**src/hw/bus_pkg.sv**
```systemverilog
package bus_pkg;

    // symbols handed to the bit engine one per SCL period
    typedef enum logic [1:0]
    {
        SYM_START,
        SYM_STOP,
        SYM_TX,
        SYM_RX
    } bit_sym_t;

    // 24C16 device type code in the top nibble of the control byte
    parameter logic [3:0] DEV_CODE = 4'b1010;

    // 2 Kbyte array
    parameter int ADDR_W = 11;

    parameter int DATA_W = 8;

endpackage

```
**src/hw/ctrl_pkg.sv**
```systemverilog
package ctrl_pkg;

    // byte level work for the shifter
    typedef enum logic [1:0]
    {
        OP_START,
        OP_STOP,
        OP_SEND,
        OP_RECV
    } byte_op_t;

    typedef enum logic [3:0]
    {
        ST_IDLE,
        ST_START,
        ST_CTRL_W,
        ST_ADDR,
        ST_DATA_W,
        ST_RESTART,   // repeated start of a random read
        ST_CTRL_R,
        ST_DATA_R,
        ST_STOP,
        ST_DONE
    } main_state_t;

endpackage

```
**src/hw/eeprom_ifs.sv**
```systemverilog
`timescale 1ns/100ps

// byte operations from controller to shifter
interface byte_if;
    logic                           go;
    ctrl_pkg::byte_op_t             op;
    logic [bus_pkg::DATA_W-1:0]     tx_byte;
    logic                           last;     // answer the received byte with nack
    logic                           done;
    logic [bus_pkg::DATA_W-1:0]     rx_byte;
    logic                           ack_bit;  // 0 = slave acked

    modport ctrl (output go, op, tx_byte, last, input done, rx_byte, ack_bit);
    modport shifter (input go, op, tx_byte, last, output done, rx_byte, ack_bit);
endinterface

// single bit symbols from shifter to bit engine
interface bit_if;
    logic                   go;
    bus_pkg::bit_sym_t      sym;
    logic                   tx_bit;
    logic                   done;
    logic                   rx_bit;

    modport shifter (output go, sym, tx_bit, input done, rx_bit);
    modport engine (input go, sym, tx_bit, output done, rx_bit);
endinterface

```
**src/hw/bit_engine.sv**
```systemverilog
`timescale 1ns/100ps

module bit_engine
#(
    parameter int CLK_DIV = 2
)
(
    input  logic        CLK,
    input  logic        RESET,
    bit_if.engine       bus,
    output logic        scl,
    output logic        sda_low,
    input  logic        sda_in
);

    localparam int DIV_W = $clog2(CLK_DIV + 1);
    localparam logic [DIV_W-1:0] DIV_LAST = DIV_W'(CLK_DIV - 1);

    logic               active;
    logic [1:0]         phase;     // quarter of the SCL period
    logic [DIV_W-1:0]   div;
    bus_pkg::bit_sym_t  sym_q;
    logic               tx_q;
    logic               scl_nxt;
    logic               sda_nxt;

    // line levels held unless a symbol runs
    always_comb
    begin
        scl_nxt = scl;
        sda_nxt = sda_low;
        if (active)
        begin
            case (sym_q)
                bus_pkg::SYM_START:
                begin
                    scl_nxt = (phase == 2'd1) || (phase == 2'd2);
                    sda_nxt = phase[1];            // falls with scl high
                end
                bus_pkg::SYM_STOP:
                begin
                    scl_nxt = (phase != 2'd0);
                    sda_nxt = !phase[1];           // rises with scl high
                end
                bus_pkg::SYM_TX:
                begin
                    scl_nxt = (phase == 2'd1) || (phase == 2'd2);
                    sda_nxt = !tx_q;
                end
                default:
                begin
                    scl_nxt = (phase == 2'd1) || (phase == 2'd2);
                    sda_nxt = 1'b0;                // released for the slave
                end
            endcase
        end
    end

    always_ff @(posedge CLK)
    begin
        if (RESET)
        begin
            active  <= 1'b0;
            phase   <= 2'd0;
            div     <= '0;
            scl     <= 1'b1;
            sda_low <= 1'b0;
        end
        else
        begin
            scl     <= scl_nxt;
            sda_low <= sda_nxt;
            if (!active)
            begin
                if (bus.go)
                begin
                    active <= 1'b1;
                    phase  <= 2'd0;
                    div    <= '0;
                end
            end
            else if (div == DIV_LAST)
            begin
                div   <= '0;
                phase <= phase + 2'd1;
                if (phase == 2'd3)
                    active <= 1'b0;
            end
            else
                div <= div + 1'b1;
        end
    end

    always_ff @(posedge CLK)
    begin
        if (bus.go && !active)
        begin
            sym_q <= bus.sym;
            tx_q  <= bus.tx_bit;
        end
        if (active && phase == 2'd2 && div == DIV_LAST)
            bus.rx_bit <= sda_in;    // end of the high quarter
    end

    assign bus.done = active && (phase == 2'd3) && (div == DIV_LAST);

endmodule

```
**src/hw/byte_shifter.sv**
```systemverilog
`timescale 1ns/100ps

module byte_shifter
(
    input  logic        CLK,
    input  logic        RESET,
    byte_if.shifter     cmd,
    bit_if.shifter      bits
);

    logic                           busy_q;
    logic [3:0]                     cnt;       // symbols finished in this op
    logic [bus_pkg::DATA_W-1:0]     sreg;
    ctrl_pkg::byte_op_t             op_q;
    logic                           last_q;
    logic                           single;

    assign single = (op_q == ctrl_pkg::OP_START) || (op_q == ctrl_pkg::OP_STOP);

    always_ff @(posedge CLK)
    begin
        if (RESET)
        begin
            busy_q   <= 1'b0;
            cnt      <= 4'd0;
            bits.go  <= 1'b0;
            cmd.done <= 1'b0;
        end
        else
        begin
            bits.go  <= 1'b0;
            cmd.done <= 1'b0;
            if (!busy_q)
            begin
                if (cmd.go)
                begin
                    busy_q  <= 1'b1;
                    cnt     <= 4'd0;
                    bits.go <= 1'b1;
                end
            end
            else if (bits.done)
            begin
                if (single || cnt == 4'd8)
                begin
                    busy_q   <= 1'b0;
                    cmd.done <= 1'b1;
                end
                else
                begin
                    cnt     <= cnt + 4'd1;
                    bits.go <= 1'b1;
                end
            end
        end
    end

    always_ff @(posedge CLK)
    begin
        if (!busy_q && cmd.go)
        begin
            op_q        <= cmd.op;
            last_q      <= cmd.last;
            sreg        <= cmd.tx_byte;
            bits.tx_bit <= cmd.tx_byte[7];    // msb first
            case (cmd.op)
                ctrl_pkg::OP_START: bits.sym <= bus_pkg::SYM_START;
                ctrl_pkg::OP_STOP:  bits.sym <= bus_pkg::SYM_STOP;
                ctrl_pkg::OP_SEND:  bits.sym <= bus_pkg::SYM_TX;
                default:            bits.sym <= bus_pkg::SYM_RX;
            endcase
        end
        else if (busy_q && bits.done && !single && cnt < 4'd8)
        begin
            sreg <= {sreg[6:0], bits.rx_bit};
            if (op_q == ctrl_pkg::OP_SEND)
            begin
                bits.sym    <= (cnt == 4'd7) ? bus_pkg::SYM_RX : bus_pkg::SYM_TX;
                bits.tx_bit <= sreg[6];
            end
            else
            begin
                // master ack after the eighth bit
                bits.sym    <= (cnt == 4'd7) ? bus_pkg::SYM_TX : bus_pkg::SYM_RX;
                bits.tx_bit <= last_q;
            end
        end
        if (busy_q && bits.done && op_q == ctrl_pkg::OP_SEND && cnt == 4'd8)
            cmd.ack_bit <= bits.rx_bit;
    end

    assign cmd.rx_byte = sreg;

endmodule

```
**src/hw/eeprom_ctrl.sv**
```systemverilog
`timescale 1ns/100ps

module eeprom_ctrl
(
    input  logic                            CLK,
    input  logic                            RESET,
    input  logic                            wr,
    input  logic                            rd,
    input  logic [bus_pkg::ADDR_W-1:0]      addr,
    input  logic [bus_pkg::DATA_W-1:0]      wr_data,
    output logic [bus_pkg::DATA_W-1:0]      rd_data,
    output logic                            done,
    output logic                            nack,
    output logic                            busy,
    byte_if.ctrl                            ops
);

    ctrl_pkg::main_state_t          state;
    logic [bus_pkg::ADDR_W-1:0]     addr_q;
    logic [bus_pkg::DATA_W-1:0]     data_q;
    logic                           rd_q;
    logic                           err_q;    // some byte went unacked
    logic                           sending;

    assign sending = (state == ctrl_pkg::ST_CTRL_W) || (state == ctrl_pkg::ST_ADDR) ||
                     (state == ctrl_pkg::ST_DATA_W) || (state == ctrl_pkg::ST_CTRL_R);

    // byte operation for the current state
    always_comb
    begin
        ops.op      = ctrl_pkg::OP_STOP;
        ops.tx_byte = '0;
        ops.last    = 1'b0;
        case (state)
            ctrl_pkg::ST_START,
            ctrl_pkg::ST_RESTART: ops.op = ctrl_pkg::OP_START;
            ctrl_pkg::ST_CTRL_W:
            begin
                ops.op      = ctrl_pkg::OP_SEND;
                ops.tx_byte = {bus_pkg::DEV_CODE, addr_q[bus_pkg::ADDR_W-1:8], 1'b0};
            end
            ctrl_pkg::ST_ADDR:
            begin
                ops.op      = ctrl_pkg::OP_SEND;
                ops.tx_byte = addr_q[7:0];
            end
            ctrl_pkg::ST_DATA_W:
            begin
                ops.op      = ctrl_pkg::OP_SEND;
                ops.tx_byte = data_q;
            end
            ctrl_pkg::ST_CTRL_R:
            begin
                ops.op      = ctrl_pkg::OP_SEND;
                ops.tx_byte = {bus_pkg::DEV_CODE, addr_q[bus_pkg::ADDR_W-1:8], 1'b1};
            end
            ctrl_pkg::ST_DATA_R:
            begin
                ops.op   = ctrl_pkg::OP_RECV;
                ops.last = 1'b1;    // single byte read ends with nack
            end
            default: ops.op = ctrl_pkg::OP_STOP;
        endcase
    end

    always_ff @(posedge CLK)
    begin
        if (RESET)
        begin
            state  <= ctrl_pkg::ST_IDLE;
            ops.go <= 1'b0;
            err_q  <= 1'b0;
        end
        else
        begin
            ops.go <= 1'b0;
            if (state == ctrl_pkg::ST_IDLE)
            begin
                if (wr || rd)
                begin
                    state  <= ctrl_pkg::ST_START;
                    ops.go <= 1'b1;
                    err_q  <= 1'b0;
                end
            end
            else if (state == ctrl_pkg::ST_DONE)
                state <= ctrl_pkg::ST_IDLE;
            else if (ops.done)
            begin
                ops.go <= 1'b1;
                if (sending && ops.ack_bit)
                    err_q <= 1'b1;
                case (state)
                    ctrl_pkg::ST_START:   state <= ctrl_pkg::ST_CTRL_W;
                    ctrl_pkg::ST_CTRL_W:
                        state <= ops.ack_bit ? ctrl_pkg::ST_STOP : ctrl_pkg::ST_ADDR;
                    ctrl_pkg::ST_ADDR:
                        if (ops.ack_bit)
                            state <= ctrl_pkg::ST_STOP;
                        else if (rd_q)
                            state <= ctrl_pkg::ST_RESTART;
                        else
                            state <= ctrl_pkg::ST_DATA_W;
                    ctrl_pkg::ST_DATA_W:  state <= ctrl_pkg::ST_STOP;
                    ctrl_pkg::ST_RESTART: state <= ctrl_pkg::ST_CTRL_R;
                    ctrl_pkg::ST_CTRL_R:
                        state <= ops.ack_bit ? ctrl_pkg::ST_STOP : ctrl_pkg::ST_DATA_R;
                    ctrl_pkg::ST_DATA_R:  state <= ctrl_pkg::ST_STOP;
                    default:
                    begin
                        state  <= ctrl_pkg::ST_DONE;   // stop sent
                        ops.go <= 1'b0;
                    end
                endcase
            end
        end
    end

    always_ff @(posedge CLK)
    begin
        if (state == ctrl_pkg::ST_IDLE && (wr || rd))
        begin
            addr_q <= addr;
            data_q <= wr_data;
            rd_q   <= !wr;    // write wins
        end
        if (state == ctrl_pkg::ST_DATA_R && ops.done)
            rd_data <= ops.rx_byte;
    end

    assign done = (state == ctrl_pkg::ST_DONE);
    assign nack = done && err_q;
    assign busy = (state != ctrl_pkg::ST_IDLE);

endmodule

```
**src/hw/eeprom_top.sv**
```systemverilog
`timescale 1ns/100ps

module eeprom_top
#(
    parameter int CLK_DIV = 2    // clk cycles per quarter scl
)
(
    input  logic                            CLK,
    input  logic                            RESET,
    input  logic                            wr,
    input  logic                            rd,
    input  logic [bus_pkg::ADDR_W-1:0]      addr,
    input  logic [bus_pkg::DATA_W-1:0]      wr_data,
    output logic [bus_pkg::DATA_W-1:0]      rd_data,
    output logic                            done,
    output logic                            nack,
    output logic                            busy,
    output logic                            scl,
    output logic                            sda_low,
    input  logic                            sda_in
);

    byte_if ops_if ();
    bit_if  bits_if ();

    eeprom_ctrl u_ctrl
    (
        .CLK     (CLK),
        .RESET   (RESET),
        .wr      (wr),
        .rd      (rd),
        .addr    (addr),
        .wr_data (wr_data),
        .rd_data (rd_data),
        .done    (done),
        .nack    (nack),
        .busy    (busy),
        .ops     (ops_if.ctrl)
    );

    byte_shifter u_shifter
    (
        .CLK   (CLK),
        .RESET (RESET),
        .cmd   (ops_if.shifter),
        .bits  (bits_if.shifter)
    );

    bit_engine #(.CLK_DIV(CLK_DIV)) u_engine
    (
        .CLK     (CLK),
        .RESET   (RESET),
        .bus     (bits_if.engine),
        .scl     (scl),
        .sda_low (sda_low),
        .sda_in  (sda_in)
    );

endmodule

```
**config.mk**
```make
export PLATFORM = sky130hd
export DESIGN_NAME = eeprom_top
export DESIGN_NICKNAME = d
export VERILOG_FILES = /design/src/hw/bus_pkg.sv /design/src/hw/ctrl_pkg.sv /design/src/hw/eeprom_ifs.sv /design/src/hw/bit_engine.sv /design/src/hw/byte_shifter.sv /design/src/hw/eeprom_ctrl.sv /design/src/hw/eeprom_top.sv
export SDC_FILE = /design/constraint.sdc
export NUM_CORES = 1
export LEC_CHECK = 0
export ABC_CLOCK_PERIOD_IN_PS = 2160
export BUFFER_PORTS_ARGS = -buffer_cell sky130_fd_sc_hd__buf_2
export CAP_MARGIN = 20
export CELL_PAD_IN_SITES_DETAIL_PLACEMENT = 2
export CELL_PAD_IN_SITES_GLOBAL_PLACEMENT = 2
export CORE_UTILIZATION = 34
export DETAILED_ROUTE_END_ITERATION = 8
export PLACE_DENSITY = 0.79
export SYNTH_ARGS = -nofsm -noshare
export SYNTH_HDL_FRONTEND = slang
export SYNTH_SLANG_ARGS = --single-unit
export TNS_END_PERCENT = 10
```
**constraint.sdc**
```tcl
create_clock -name CLK -period 2.16 [get_ports CLK]
set_input_delay 0.108 -clock CLK [delete_from_list [all_inputs] [get_ports CLK]]
set_output_delay 0.108 -clock CLK [all_outputs]
set_load 0.03 [all_outputs]
```
## After elaboration in Yosys (flattened, before gate mapping)

Index checks and enable logic that the tools add are counted.
Widths: inputs -> output; s select.

- Add/subtract/negate cells: 3
- Magnitude comparators: 1
- Equality and inequality tests: 25
- Mux-type cells: 55
- Bitwise operators: 2
- Reduce and logical (&&, ||, !) cells: 49

Operators with widths:

| cell | count |
|---|---|
| $mux 4 | 11 |
| $pmux 8 s4 | 1 |
| $mux 1 | 29 |
| $pmux 4 s6 | 1 |
| $eq 4x3->1 const B | 5 |
| $mux 2 | 8 |
| $mux 8 | 2 |
| $logic_and 1x1->1 | 15 |
| $pmux 2 s3 | 2 |
| $reduce_bool 2->1 | 6 |
| $eq 2x1->1 const B | 5 |
| $eq 2x2->1 const B | 5 |
| $eq 4x2->1 const B | 2 |
| $eq 4x4->1 const B | 2 |
| $ne 2x2->1 const B | 4 |
| $logic_or 1x1->1 | 7 |
| $reduce_or 7->1 | 1 |
| $logic_not 1->1 | 6 |
| $logic_not 2->1 | 3 |
| $add 2x1->2 const B | 2 |
| $add 4x1->4 const B | 1 |
| $eq 4x1->1 const B | 1 |
| $logic_not 4->1 | 1 |
| $lt 4x4->1 const B | 1 |
| other kinds (11) | 14 |

- Register bits after elaboration: 67
- Input port bits: 24
- Output and inout port bits: 13
- Word-level logic and storage cells: 160

## Depth between registers and ports, before layout

Gate-level depths: netlist of run 1.

- Depth after elaboration: 9
- Gate-level depth with buffers: 6
- Depth with buffers taken out: 6

## Hierarchy

From an unflattened synthesis of run 1, not the netlist that was laid out.

- Cell total of the unflattened synthesis: 252
- Area total of the unflattened synthesis: 2940.3 um^2

By module, submodules not included:

| module | times used | cells an instance | area an instance (um^2) | seq. area each (um^2) |
|---|---|---|---|---|
| eeprom_ctrl | 1 | 112 | 1456.4 | 960.9 |
| byte_shifter | 1 | 93 | 972.2 | 590.6 |
| bit_engine | 1 | 47 | 511.7 | 260.2 |

## Least setup slack after synthesis of run 1

Ideal clock, no wire load.

- Kind: register -> register
- Start point: reg u_ctrl.state[0]
- End point: reg u_ctrl.addr_q[0] in the netlist's numbering, enable pin
- Library setup time: 400 ps
- Arrival time: 1987 ps
- Data required time: 1760 ps
- Path slack: -227 ps
- Cell stages (with the launch flop): 4
- Path buffers: 1
- Clock period less this slack: 2387 ps
- Path through: dfxtp_1 buf_6 or4_4 nor2_1

- Word-level cells in the longest chain between the ends: 2

Ends and longest elaborated chain:

| item | line | RTL |
|---|---|---|
| from (decl) | eeprom_ctrl.sv:18 | `ctrl_pkg::main_state_t state;` |
| from (signal assigned) | eeprom_ctrl.sv:70 | `state <= ctrl_pkg::ST_IDLE;` |
| from (signal assigned) | eeprom_ctrl.sv:81 | `state <= ctrl_pkg::ST_START;` |
| from (signal assigned) | eeprom_ctrl.sv:87 | `state <= ctrl_pkg::ST_IDLE;` |
| $logic_not 4->1 | eeprom_ctrl.sv:121 | `if (state == ctrl_pkg::ST_IDLE && (wr \|\| rd))` |
| $logic_and 1x1->1 | eeprom_ctrl.sv:121 |  |
| to (signal assigned) | eeprom_ctrl.sv:123 | `addr_q <= addr;` |
| to (decl) | eeprom_ctrl.sv:19 | `logic [bus_pkg::ADDR_W-1:0] addr_q;` |

Every way passes these cells.
A chain may end at the register's enable or synchronous reset.

## Final worst setup path of run 1

- Start point: reg u_ctrl.state[2]
- End point: out nack

- Word-level cells in the longest chain between the ends: 2

Ends and longest elaborated chain:

| item | line | RTL |
|---|---|---|
| $eq 4x4->1 | eeprom_ctrl.sv:131 | `assign done = (state == ctrl_pkg::ST_DONE);` |
| $logic_and 1x1->1 | eeprom_ctrl.sv:132 | `assign nack = done && err_q;` |
| to (decl) | eeprom_top.sv:16 | `output logic nack,` |

Every way passes these cells.

==> results of run 1 <==
## area by class of cell
type / count / area [sq um] / share of cell area [%]
Timing Repair Buffer: 65 / 460 / 12.8
Sequential cell: 67 / 1810 / 50.4
Multi-Input combinational cell: 143 / 918 / 25.5
Clock buffer: 11 / 163 / 4.52
Clock inverter: 5 / 65.1 / 1.81
Tap cell: 102 / 128 / 3.55
Inverter: 13 / 48.8 / 1.36
## state kept, by name, indices dropped and copies added (netlist names), 2 cells and up
register               flops
u_ctrl.data_q              8
u_engine.sym_q             2
u_shifter.cnt              4
u_ctrl.rd_data             8
u_ctrl.state               4
u_shifter.bits.sym         2
u_engine.div               2
u_shifter.cmd.rx_byte      8
u_engine.phase             2
u_shifter.op_q             2
u_ctrl.addr_q             11
## through the flow
step | utilization, % | instance area, sq um
floorplan | - | 2840
global placement | 40.1 | 3170
detailed placement | 40.1 | 3170
CTS | 45.6 | 3590
global route | 45.6 | 3590
finish | 45.6 | 3590
## layer usage
layer  vias up  part of all wire, %  track usage, %
li1        997                    -               -
met1      1071                   38            22.8
met2        46                   56            42.1
met3        16                  4.0            6.02
met4         0                  2.6            9.62
met5         -                    0               0
## logic make-up (layout without fill, tap and decap cells)
kind of cell,Yosys count,in the layout
compound gates,48,48
simple gates,81,81
buf+inv,25,94
fa+ha+maj,5,5
mux,5,5
flops,67,67
xor+xnor,4,4
## worst max-delay path by stage
stage / start / endpoint / slack (ns)
5_1_grt: u_ctrl.state[2] / nack / 0.11
2_1_floorplan: u_engine.phase[1] / u_shifter.bits.sym[0] / 0.11
3_3_place_gp: u_engine.phase[1] / u_shifter.cmd.rx_byte[2] / 0.49
4_1_cts: u_ctrl.state[2] / nack / 0.21
3_5_place_dp: u_engine.phase[1] / u_shifter.cmd.rx_byte[2] / 0.36
6_report: u_ctrl.state[2] / nack / 0.20
## power breakdown
part           switching (mW)  internal, mW
Sequential             0.0284          1.43
Combinational          0.0937        0.0800
Clock                   0.551         0.647
Total                   0.673          2.15
## what timing repair did
action | in CTS | in global routing
gates resized for setup | 0 | 0
hold buffers | 20 | 0
buffers inserted | 0 | 0
hold endpoints to repair | 20 | 0
endpoints found under the setup margin | 0 | 0
## placed cells by master, fill, tap and decap left out, drive strengths merged, types with 11 or more instances in the layout
| cell | n |
|---|---|
| buf | 45 |
| clkbuf | 11 |
| dfxtp | 20 |
| dlygate4sd3 | 20 |
| edfxtp | 47 |
| inv | 14 |
| nand2 | 11 |
| nor2 | 22 |
| nor3 | 12 |
| o21ai | 11 |
## critical path: stages, from the launching register on
cell and delay, ns:
dfxtp_1 0.62, buf_4 0.26, and4bb_2 0.28, and2_1 0.16, buf_2 0.17
==> impl_metrics.env, run 1 <==
export IMPL_hold_class="in2reg"
export IMPL_worst_r2r_endpoint="u_shifter.cmd.rx_byte[3]"
export IMPL_status="finished clean"
export IMPL_hold_depth=2
export IMPL_cts_inserted_buffers=9
export IMPL_ios=37
export IMPL_synth_edf_count=47
export IMPL_ys_seq_elements=67
export IMPL_wl_per_cell_um=21.5
export IMPL_antennaDiodeCount=0
export IMPL_setup_ws_ns=0.195
export IMPL_dieArea_sq_um=8700
export IMPL_first_iter_violations=82
export IMPL_whs_endpoint="u_ctrl.rd_q"
export IMPL_syn_inst=235
export IMPL_dr_total_vias=2130
export IMPL_synth_compound_area_share_pct=11.8
export IMPL_synth_xor_area_share_pct=1.24
export IMPL_drive_gt1_share_pct=22.0
export IMPL_initial_core_util_pct=35.9
export IMPL_powerDensity_nw_per_um2=787
export IMPL_max_freq_mhz=509
export IMPL_fin_cells=406
export IMPL_drc=0
export IMPL_synth_top_family_by_area="simple AND/OR/NAND/NOR gates"
export IMPL_p_leak_nw=1.31
export IMPL_drtAntennaViolNets=0
export IMPL_r2r_start="u_ctrl.state[2]"
export IMPL_die_y_um=93.3
export IMPL_vdd_drop_max_v=0.000413
export IMPL_synth_top_area_share_pct=49.8
export IMPL_place_inst=370
export IMPL_ctsHtreeMaxLevel=3
export IMPL_clock_sinks=67
export IMPL_async_flop_share_pct=0
export IMPL_antenna_found_initial=0
export IMPL_cts_max_path_buffers=2
export IMPL_ys_seq_area_share_pct=64.0
export IMPL_place_ws_ns=0.356
export IMPL_synth_fa_ha_area_share_pct=2.21
export IMPL_period_needed_ns=1.96
export IMPL_hold_viol=0
export IMPL_worst_pin_slew_ns=0.476
export IMPL_hold_slack_ns=0.0303
export IMPL_syn_cell_area_sq_um=2830
export IMPL_synth_ff_type="edfxtp_1"
export IMPL_finalWeightedCongestion=0.755
export IMPL_routed_wl_um=8720
export IMPL_fin_tns_setup_ns=0
export IMPL_crit_arrival_ns=1.86
export IMPL_ys_warn_count=0
export IMPL_rsz0062_at_grt="no"
export IMPL_post_drt_via_cell_ratio=5.25
export IMPL_portBuffers=36
export IMPL_slew_headroom_pct=68.0
export IMPL_core_region_area_sq_um=7890
export IMPL_crit_fanout=13
export IMPL_critPathLaunchType="register"
export IMPL_fp_dieW_um=93.3
export IMPL_worstHoldStart="wr"
export IMPL_synth_top_cells_by_area="edfxtp_1, dfxtp_1, nor2_1, ha_1, nor3_1"
export IMPL_synth_avg_cell_area_sq_um=12.1
export IMPL_cts_root_buf="clkbuf_8"
export IMPL_skew_ns=0.0159
export IMPL_grt_max_degree=22
export IMPL_finalMaxSlewViolations=0
export IMPL_worstSkewPairLatency_ns=0.36
export IMPL_area_growth_pct=26.9
export IMPL_yosys_area_share_simple_pct=15.3
export IMPL_setup_viol=0
export IMPL_nets=328
export IMPL_endpoint_kind="primary output"
export IMPL_clk_pin_slew_ns=0.08
export IMPL_synth_area_leader_cell="edfxtp_1"
export IMPL_cts_tree="built"
export IMPL_yosysMostFrequentCell="edfxtp_1"
export IMPL_reg2reg_slack_ns=0.29
export IMPL_crit_type="reg2out"
export IMPL_synth_common_cells="edfxtp_1, nor2_1, dfxtp_1"
export IMPL_critPathRequiredTime_ns=2.05
export IMPL_finalCritPeriodShare_pct=91.0
export IMPL_maxCapViolations=0
export IMPL_drt_pass1_iter_count=4
export IMPL_synth_cell_type_count=44
export IMPL_muxShareOfSynthArea_pct=1.81
export IMPL_globalRouteOverflowTotal=0
export IMPL_syn_num_nets=264
export IMPL_dp_hpwl_um=5700
export IMPL_track_usage_pct=22.3
export IMPL_grt_pass1_vias=2448
export IMPL_r2r_cells=4
export IMPL_total_power_mw=2.83
export IMPL_nFillCells=823
export IMPL_grt_pass1_wl_um=13800
export IMPL_rows=32
No activity file was read; power rests on OpenSTA's default activity.
==> run 2: changes to the inputs <==
--- a/config.mk
+++ b/config.mk
@@ -15,5 +15,6 @@
 export PLACE_DENSITY = 0.79
 export SYNTH_ARGS = -nofsm -noshare
 export SYNTH_HDL_FRONTEND = slang
+export SYNTH_HIERARCHICAL = 1
 export SYNTH_SLANG_ARGS = --single-unit
 export TNS_END_PERCENT = 10
==> run 2 against run 1 <==
  * Synthesized cell count increased by 7.2%
  * Cell count is 5.7% higher
  * Register-to-register slack improved by 0.04 ns
  * Clock power decreased by 12%
  * Clock skew fell by 0.0015 ns
  * Cell area rose by 2.2%
  * Die area grew 3.7%
  * Worst hold slack gained 0.17 ns
  * Critical path depth is the same
  * Via count is 4.9% higher
  * Wire length fell by 4.7%
  * Worst setup slack improved by 0.048 ns
  * Critical path type unchanged
  * Largest cell class unchanged
==> impl_metrics.env, run 2 <==
export IMPL_status="finished clean"
export IMPL_first_iter_violations=67
export IMPL_cp_depth=4
export IMPL_grt_pass1_vias=2548
export IMPL_syn_inst=252
export IMPL_hold_viol=0
export IMPL_track_usage_pct=20.6
export IMPL_crit_chain="inv_1, nor4b_2, and2_1, buf_2"
export IMPL_place_inst=392
export IMPL_syn_cell_area_sq_um=2940
export IMPL_crit_type="reg2out"
export IMPL_grt_max_degree=23
export IMPL_antenna_found_initial=0
export IMPL_path_delay_family="simple AND/OR/NAND/NOR gates"
export IMPL_nFillCells=837
export IMPL_setup_viol=0
export IMPL_synth_top_cells_by_area="edfxtp_1, dfxtp_1, nand2_1, ha_1, a21oi_1"
export IMPL_final_cell_mix="edfxtp_1, buf_2, nand2_1"
export IMPL_rows=33
export IMPL_finalWeightedCongestion=0.742
export IMPL_post_dp_cell_area_sq_um=3260
export IMPL_syn_num_nets=281
export IMPL_dp_hpwl_um=5090
export IMPL_ys_seq_elements=67
export IMPL_synth_cell_type_count=55
export IMPL_clock_sinks=67
export IMPL_finalCritPeriodShare_pct=88.7
export IMPL_drive_gt1_share_pct=22.8
export IMPL_die_y_um=95.0
export IMPL_ys_warn_count=6
export IMPL_hold_class="in2reg"
export IMPL_ctsHtreeMaxLevel=3
export IMPL_synth_area_leader_cell="edfxtp_1"
export IMPL_drc=0
export IMPL_synth_top_area_share_pct=48.0
export IMPL_dr_total_vias=2235
export IMPL_slowest_stage="dfxtp_1"
export IMPL_routed_wl_um=8310
export IMPL_cts_tree="built"
export IMPL_powerDensity_nw_per_um2=751
export IMPL_final_common_cell="edfxtp_1"
export IMPL_p_leak_nw=1.38
export IMPL_synth_ff_type="edfxtp_1"
export IMPL_max_stage_delay_ns=0.54
export IMPL_worstSkewPairLatency_ns=0.36
export IMPL_crit_fanout=11
export IMPL_vdd_drop_max_v=0.000756
export IMPL_dieArea_sq_um=9020
export IMPL_endpoint_kind="primary output"
export IMPL_initial_core_util_pct=35.4
export IMPL_drt_pass1_iter_count=4
export IMPL_nets=348
export IMPL_wl_per_cell_um=19.4
export IMPL_skew_ns=0.0145
export IMPL_worstHoldStart="RESET"
export IMPL_drtAntennaViolNets=0
export IMPL_grt_pass1_wl_um=13300
export IMPL_largest_register="u_ctrl/addr_q"
export IMPL_async_flop_share_pct=0
export IMPL_clk_pin_slew_ns=0.08
export IMPL_post_drt_via_cell_ratio=5.21
export IMPL_fin_cells=429
export IMPL_fin_util_pct=44.3
export IMPL_area_growth_pct=24.9
export IMPL_worst_pin_slew_ns=0.546
export IMPL_slew_headroom_pct=63.4
export IMPL_antennaDiodeCount=0
export IMPL_r2r_cells=3
export IMPL_cts_root_buf="clkbuf_8"
export IMPL_globalRouteOverflowTotal=0
export IMPL_critPathLaunchType="register"
export IMPL_largest_reg_flops=11
export IMPL_critPathRequiredTime_ns=2.05
export IMPL_r2r_start="u_ctrl/state[3]"
export IMPL_core_region_area_sq_um=8300
export IMPL_cts_resized_gates=0
export IMPL_max_freq_mhz=522
export IMPL_crit_arrival_ns=1.81
export IMPL_cts_inserted_buffers=9
export IMPL_maxCapViolations=0
export IMPL_ios=37
export IMPL_rsz0062_at_grt="no"
export IMPL_ys_seq_area_share_pct=61.6
export IMPL_total_power_mw=2.76
export IMPL_synth_common_cells="edfxtp_1, nand2_1, dfxtp_1"
export IMPL_synth_edf_count=47
export IMPL_fin_area_sq_um=3670
export IMPL_cts_max_path_buffers=2
export IMPL_period_needed_ns=1.92
export IMPL_fp_dieW_um=95.0
export IMPL_finalMaxSlewViolations=0
export IMPL_cp_num_buf_inv=2
export IMPL_yosysMostFrequentCell="edfxtp_1"
export IMPL_synth_avg_cell_area_sq_um=11.7
export IMPL_fin_tns_setup_ns=0
export IMPL_crit_start="u_ctrl/state[0]"
export IMPL_portBuffers=36
export IMPL_hold_depth=2
[run 2: cell types whose count changed after synthesis, sizes merged, moves of 3 or more]
cell / delta
a21oi: +3
nand2: +24
a31oi: +3
o211ai: +4
nor2: -4
o21ai: -5
nor2b: -4
a22oi: -3
or3: +3
xnor2: -4
buf: +4
clkbuf: -6
nor3: -3
nand3: +6
[run 2: worst register-to-register path: stages, from the launching register on]
cell and delay, ns:
dfxtp_1 0.48, or4_4 0.63, nor2_4 0.11, buf_4 0.29
[run 2: final cells by class]
class	instances	area (sq um)	area share, %
inverter	12	45.0	1.23
tap	105	131	3.58
clock buffer	9	124	3.37
multi-input combinational	163	1030	27.9
clock inverter	7	77.6	2.11
sequential	67	1810	49.3
timing repair buffer	66	458	12.5
[run 2: cells by family (layout without fill, tap and decap cells)]
kind of cell / count (synthesis) / after routing / share of synthesized area [%]
adders and majority gates: 5 / 5 / 2.13
muxes: 2 / 2 / 0.681
buffers and inverters: 22 / 94 / 3.49
DFF: 67 / 67 / 61.6
and+or+nand+nor: 109 / 109 / 21.2
xor gates and xnor gates: 1 / 1 / 0.298
AOI/OAI and AO/OA: 46 / 46 / 10.6
[run 2: what timing repair did]
action,in CTS,in global routing
setup buffers,0,0
hold buffers,21,0
hold endpoints to repair,21,0
[run 2: layer usage]
metal	track usage, %	up-vias	wire length (um)
met5	0	-	0
met4	5.05	0	99
met3	5.96	13	289
met2	39.8	48	4680
met1	21.5	1121	3250
li1	-	1053	-
[run 2: power breakdown]
| part | switching, mW | total, mW | internal (mW) |
|---|---|---|---|
| Clock | 0.515 | 1.05 | 0.540 |
| Combinational | 0.126 | 0.216 | 0.0904 |
| Sequential | 0.0361 | 1.49 | 1.45 |
[run 2: through the flow]
stage | worst slack (ns) | hold WS, ns
2_1_floorplan | 0.190 | 0.175
3_3_place_gp | 0.405 | 0.286
3_5_place_dp | 0.346 | 0.286
4_1_cts | 0.212 | 0.194
5_1_grt | 0.0958 | 0.218
6_report | 0.243 | 0.204
[run 2: path summary, 6_finish.rpt]
check	to	slack, ns
hold / removal	u_engine/div[0]	0.20
setup / recovery	nack	0.24
setup reg to reg	u_ctrl/data_q[1]	0.33
hold reg to reg	u_engine/sym_q[1]	0.43
==> run 3: changes to the inputs <==
--- a/config.mk
+++ b/config.mk
@@ -6,7 +6,7 @@
 export NUM_CORES = 1
 export LEC_CHECK = 0
 export ABC_CLOCK_PERIOD_IN_PS = 2160
-export BUFFER_PORTS_ARGS = -buffer_cell sky130_fd_sc_hd__buf_2
+export BUFFER_PORTS_ARGS = -buffer_cell sky130_fd_sc_hd__buf_4
 export CAP_MARGIN = 20
 export CELL_PAD_IN_SITES_DETAIL_PLACEMENT = 2
 export CELL_PAD_IN_SITES_GLOBAL_PLACEMENT = 2
==> run 3 against run 2 <==
  * Flip-flop and latch count stayed put
  * Power is 3.8% higher
  * Register-to-register slack worse by 0.08 ns
  * Via count is 0.18% higher
  * Sequential share of layout area is 1.3 points lower
  * Largest power group unchanged
  * Clock skew is 0.0019 ns lower
  * Combinational power is 3% higher
  * First-iteration DRC count is 22% lower
==> impl_metrics.env, run 3 (synthesized netlist as in run 2, its figures left out) <==
export IMPL_status="finished clean"
export IMPL_crit_chain="inv_1, nor4b_2, and2_1, buf_4"
export IMPL_portBuffers=36
export IMPL_largest_register="u_ctrl/addr_q"
export IMPL_worst_r2r_endpoint="u_shifter/bits.tx_bit"
export IMPL_hold_depth=2
export IMPL_max_freq_mhz=497
export IMPL_grt_pass1_vias=2503
export IMPL_maxCapViolations=0
export IMPL_crit_type="reg2out"
export IMPL_final_common_cell="edfxtp_1"
export IMPL_powerDensity_nw_per_um2=759
export IMPL_dp_hpwl_um=5320
export IMPL_initial_core_util_pct=35.4
export IMPL_place_ws_ns=0.383
export IMPL_ios=37
export IMPL_final_cell_mix="edfxtp_1, buf_4, nand2_1"
export IMPL_first_iter_violations=52
export IMPL_cts_resized_gates=0
export IMPL_rsz0062_at_grt="no"
export IMPL_drive_gt1_share_pct=22.5
export IMPL_worstSkewPairLatency_ns=0.35
export IMPL_hold_class="in2reg"
export IMPL_cts_setup_buffers=0
export IMPL_worstHoldStart="wr"
export IMPL_ctsHtreeMaxLevel=3
export IMPL_setup_ws_ns=0.149
export IMPL_cts_max_path_buffers=2
export IMPL_drt_pass1_iter_count=4
export IMPL_fp_dieW_um=95.0
export IMPL_wl_per_cell_um=20.1
export IMPL_r2r_cells=5
export IMPL_skew_ns=0.0126
export IMPL_total_power_mw=2.87
export IMPL_dr_total_vias=2239
export IMPL_vdd_drop_max_v=0.000363
export IMPL_cts_inserted_buffers=9
export IMPL_critPathLaunchType="register"
export IMPL_crit_arrival_ns=1.90
export IMPL_finalMaxSlewViolations=0
export IMPL_worst_pin_slew_ns=0.574
export IMPL_reg2reg_slack_ns=0.25
export IMPL_drc=0
export IMPL_rows=33
export IMPL_cts_tree="built"
export IMPL_grt_max_degree=23
export IMPL_routed_wl_um=8620
export IMPL_core_region_area_sq_um=8300
export IMPL_area_growth_pct=28.4
export IMPL_finalCritPeriodShare_pct=93.1
export IMPL_track_usage_pct=21.4
export IMPL_finalWeightedCongestion=0.756
export IMPL_period_needed_ns=2.01
export IMPL_nFillCells=836
export IMPL_nets=348
export IMPL_seq_area_sq_um=1810
export IMPL_largest_reg_flops=11
export IMPL_clock_sinks=67
export IMPL_dieArea_sq_um=9020
export IMPL_antennaDiodeCount=0
export IMPL_path_delay_family="simple AND/OR/NAND/NOR gates"
export IMPL_die_y_um=95.0
export IMPL_clk_pin_slew_ns=0.08
export IMPL_cp_num_buf_inv=2
export IMPL_r2r_start="u_ctrl/state[0]"
export IMPL_slew_headroom_pct=61.5
export IMPL_globalRouteOverflowTotal=0
export IMPL_slowest_stage="dfxtp_1"
export IMPL_endpoint_kind="primary output"
export IMPL_max_stage_delay_ns=0.60
export IMPL_hold_viol=0
export IMPL_multi_input_area_sq_um=1030
export IMPL_whs_endpoint="u_ctrl/rd_q"
export IMPL_cts_root_buf="clkbuf_8"
export IMPL_cts_hold_buf=20
export IMPL_grt_pass1_wl_um=13600
export IMPL_drtAntennaViolNets=0
export IMPL_critPathRequiredTime_ns=2.05
export IMPL_crit_start="u_ctrl/state[0]"
export IMPL_p_leak_nw=1.41
export IMPL_post_drt_via_cell_ratio=5.22
export IMPL_setup_viol=0
export IMPL_crit_fanout=12
export IMPL_antenna_found_initial=0
export IMPL_fin_tns_setup_ns=0
[run 3: area by class of cell]
type,count,share of cell area (%)
Clock inverter,7,2.42
Clock buffer,9,3.28
Tap cell,105,3.48
Timing Repair Buffer,66,14.5
Inverter,12,1.19
Sequential cell,67,48.0
Multi-Input combinational cell,163,27.2
[run 3: through the flow]
| step | std cells | hold WS [ns] | util (%) | area, sq um |
|---|---|---|---|---|
| 4_1_cts | 429 | 0.00226 | 45.5 | 3770 |
| 2_1_floorplan | 252 | 0.175 | - | 2940 |
| 3_3_place_gp | 393 | 0.287 | 40.5 | 3360 |
| 6_report | 429 | 0.0370 | 45.5 | 3770 |
| 5_1_grt | 429 | 0.0268 | 45.5 | 3770 |
| 3_5_place_dp | 393 | 0.287 | 40.5 | 3360 |
[run 3: where the power goes]
| group | internal (mW) | leakage (nW) | switching, mW |
|---|---|---|---|
| clock | 0.646 | 0.101 | 0.500 |
| combinational | 0.102 | 0.706 | 0.121 |
| sequential | 1.45 | 0.606 | 0.0434 |
| total | 2.20 | 1.41 | 0.665 |
[run 3: worst max path at each step]
stage	cells past startpoint	slack, ns	to
floorplan	5	0.19	u_shifter/bits.sym[0]
global placement	3	0.45	u_ctrl/addr_q[6]
detailed placement	3	0.38	u_ctrl/addr_q[4]
CTS	4	0.20	nack
global route	4	0.05	nack
finish	4	0.15	nack
[run 3: worst reg2reg max path: stages (launching register included)]
cell and delay, ns:
dfxtp_1 0.60, nand2_1 0.21, nor3_2 0.45, a221o_1 0.27, nand2_1 0.10, o21ai_0 0.12
[run 3: metal layers]
metal / global-route usage [%] / routed length, um / vias up
met4: 9.47 / 197 / 0
met1: 21.3 / 3300 / 1120
met2: 40.9 / 4830 / 49
li1: - / - / 1054
met3: 5.96 / 289 / 16
met5: 0 / 0 / -
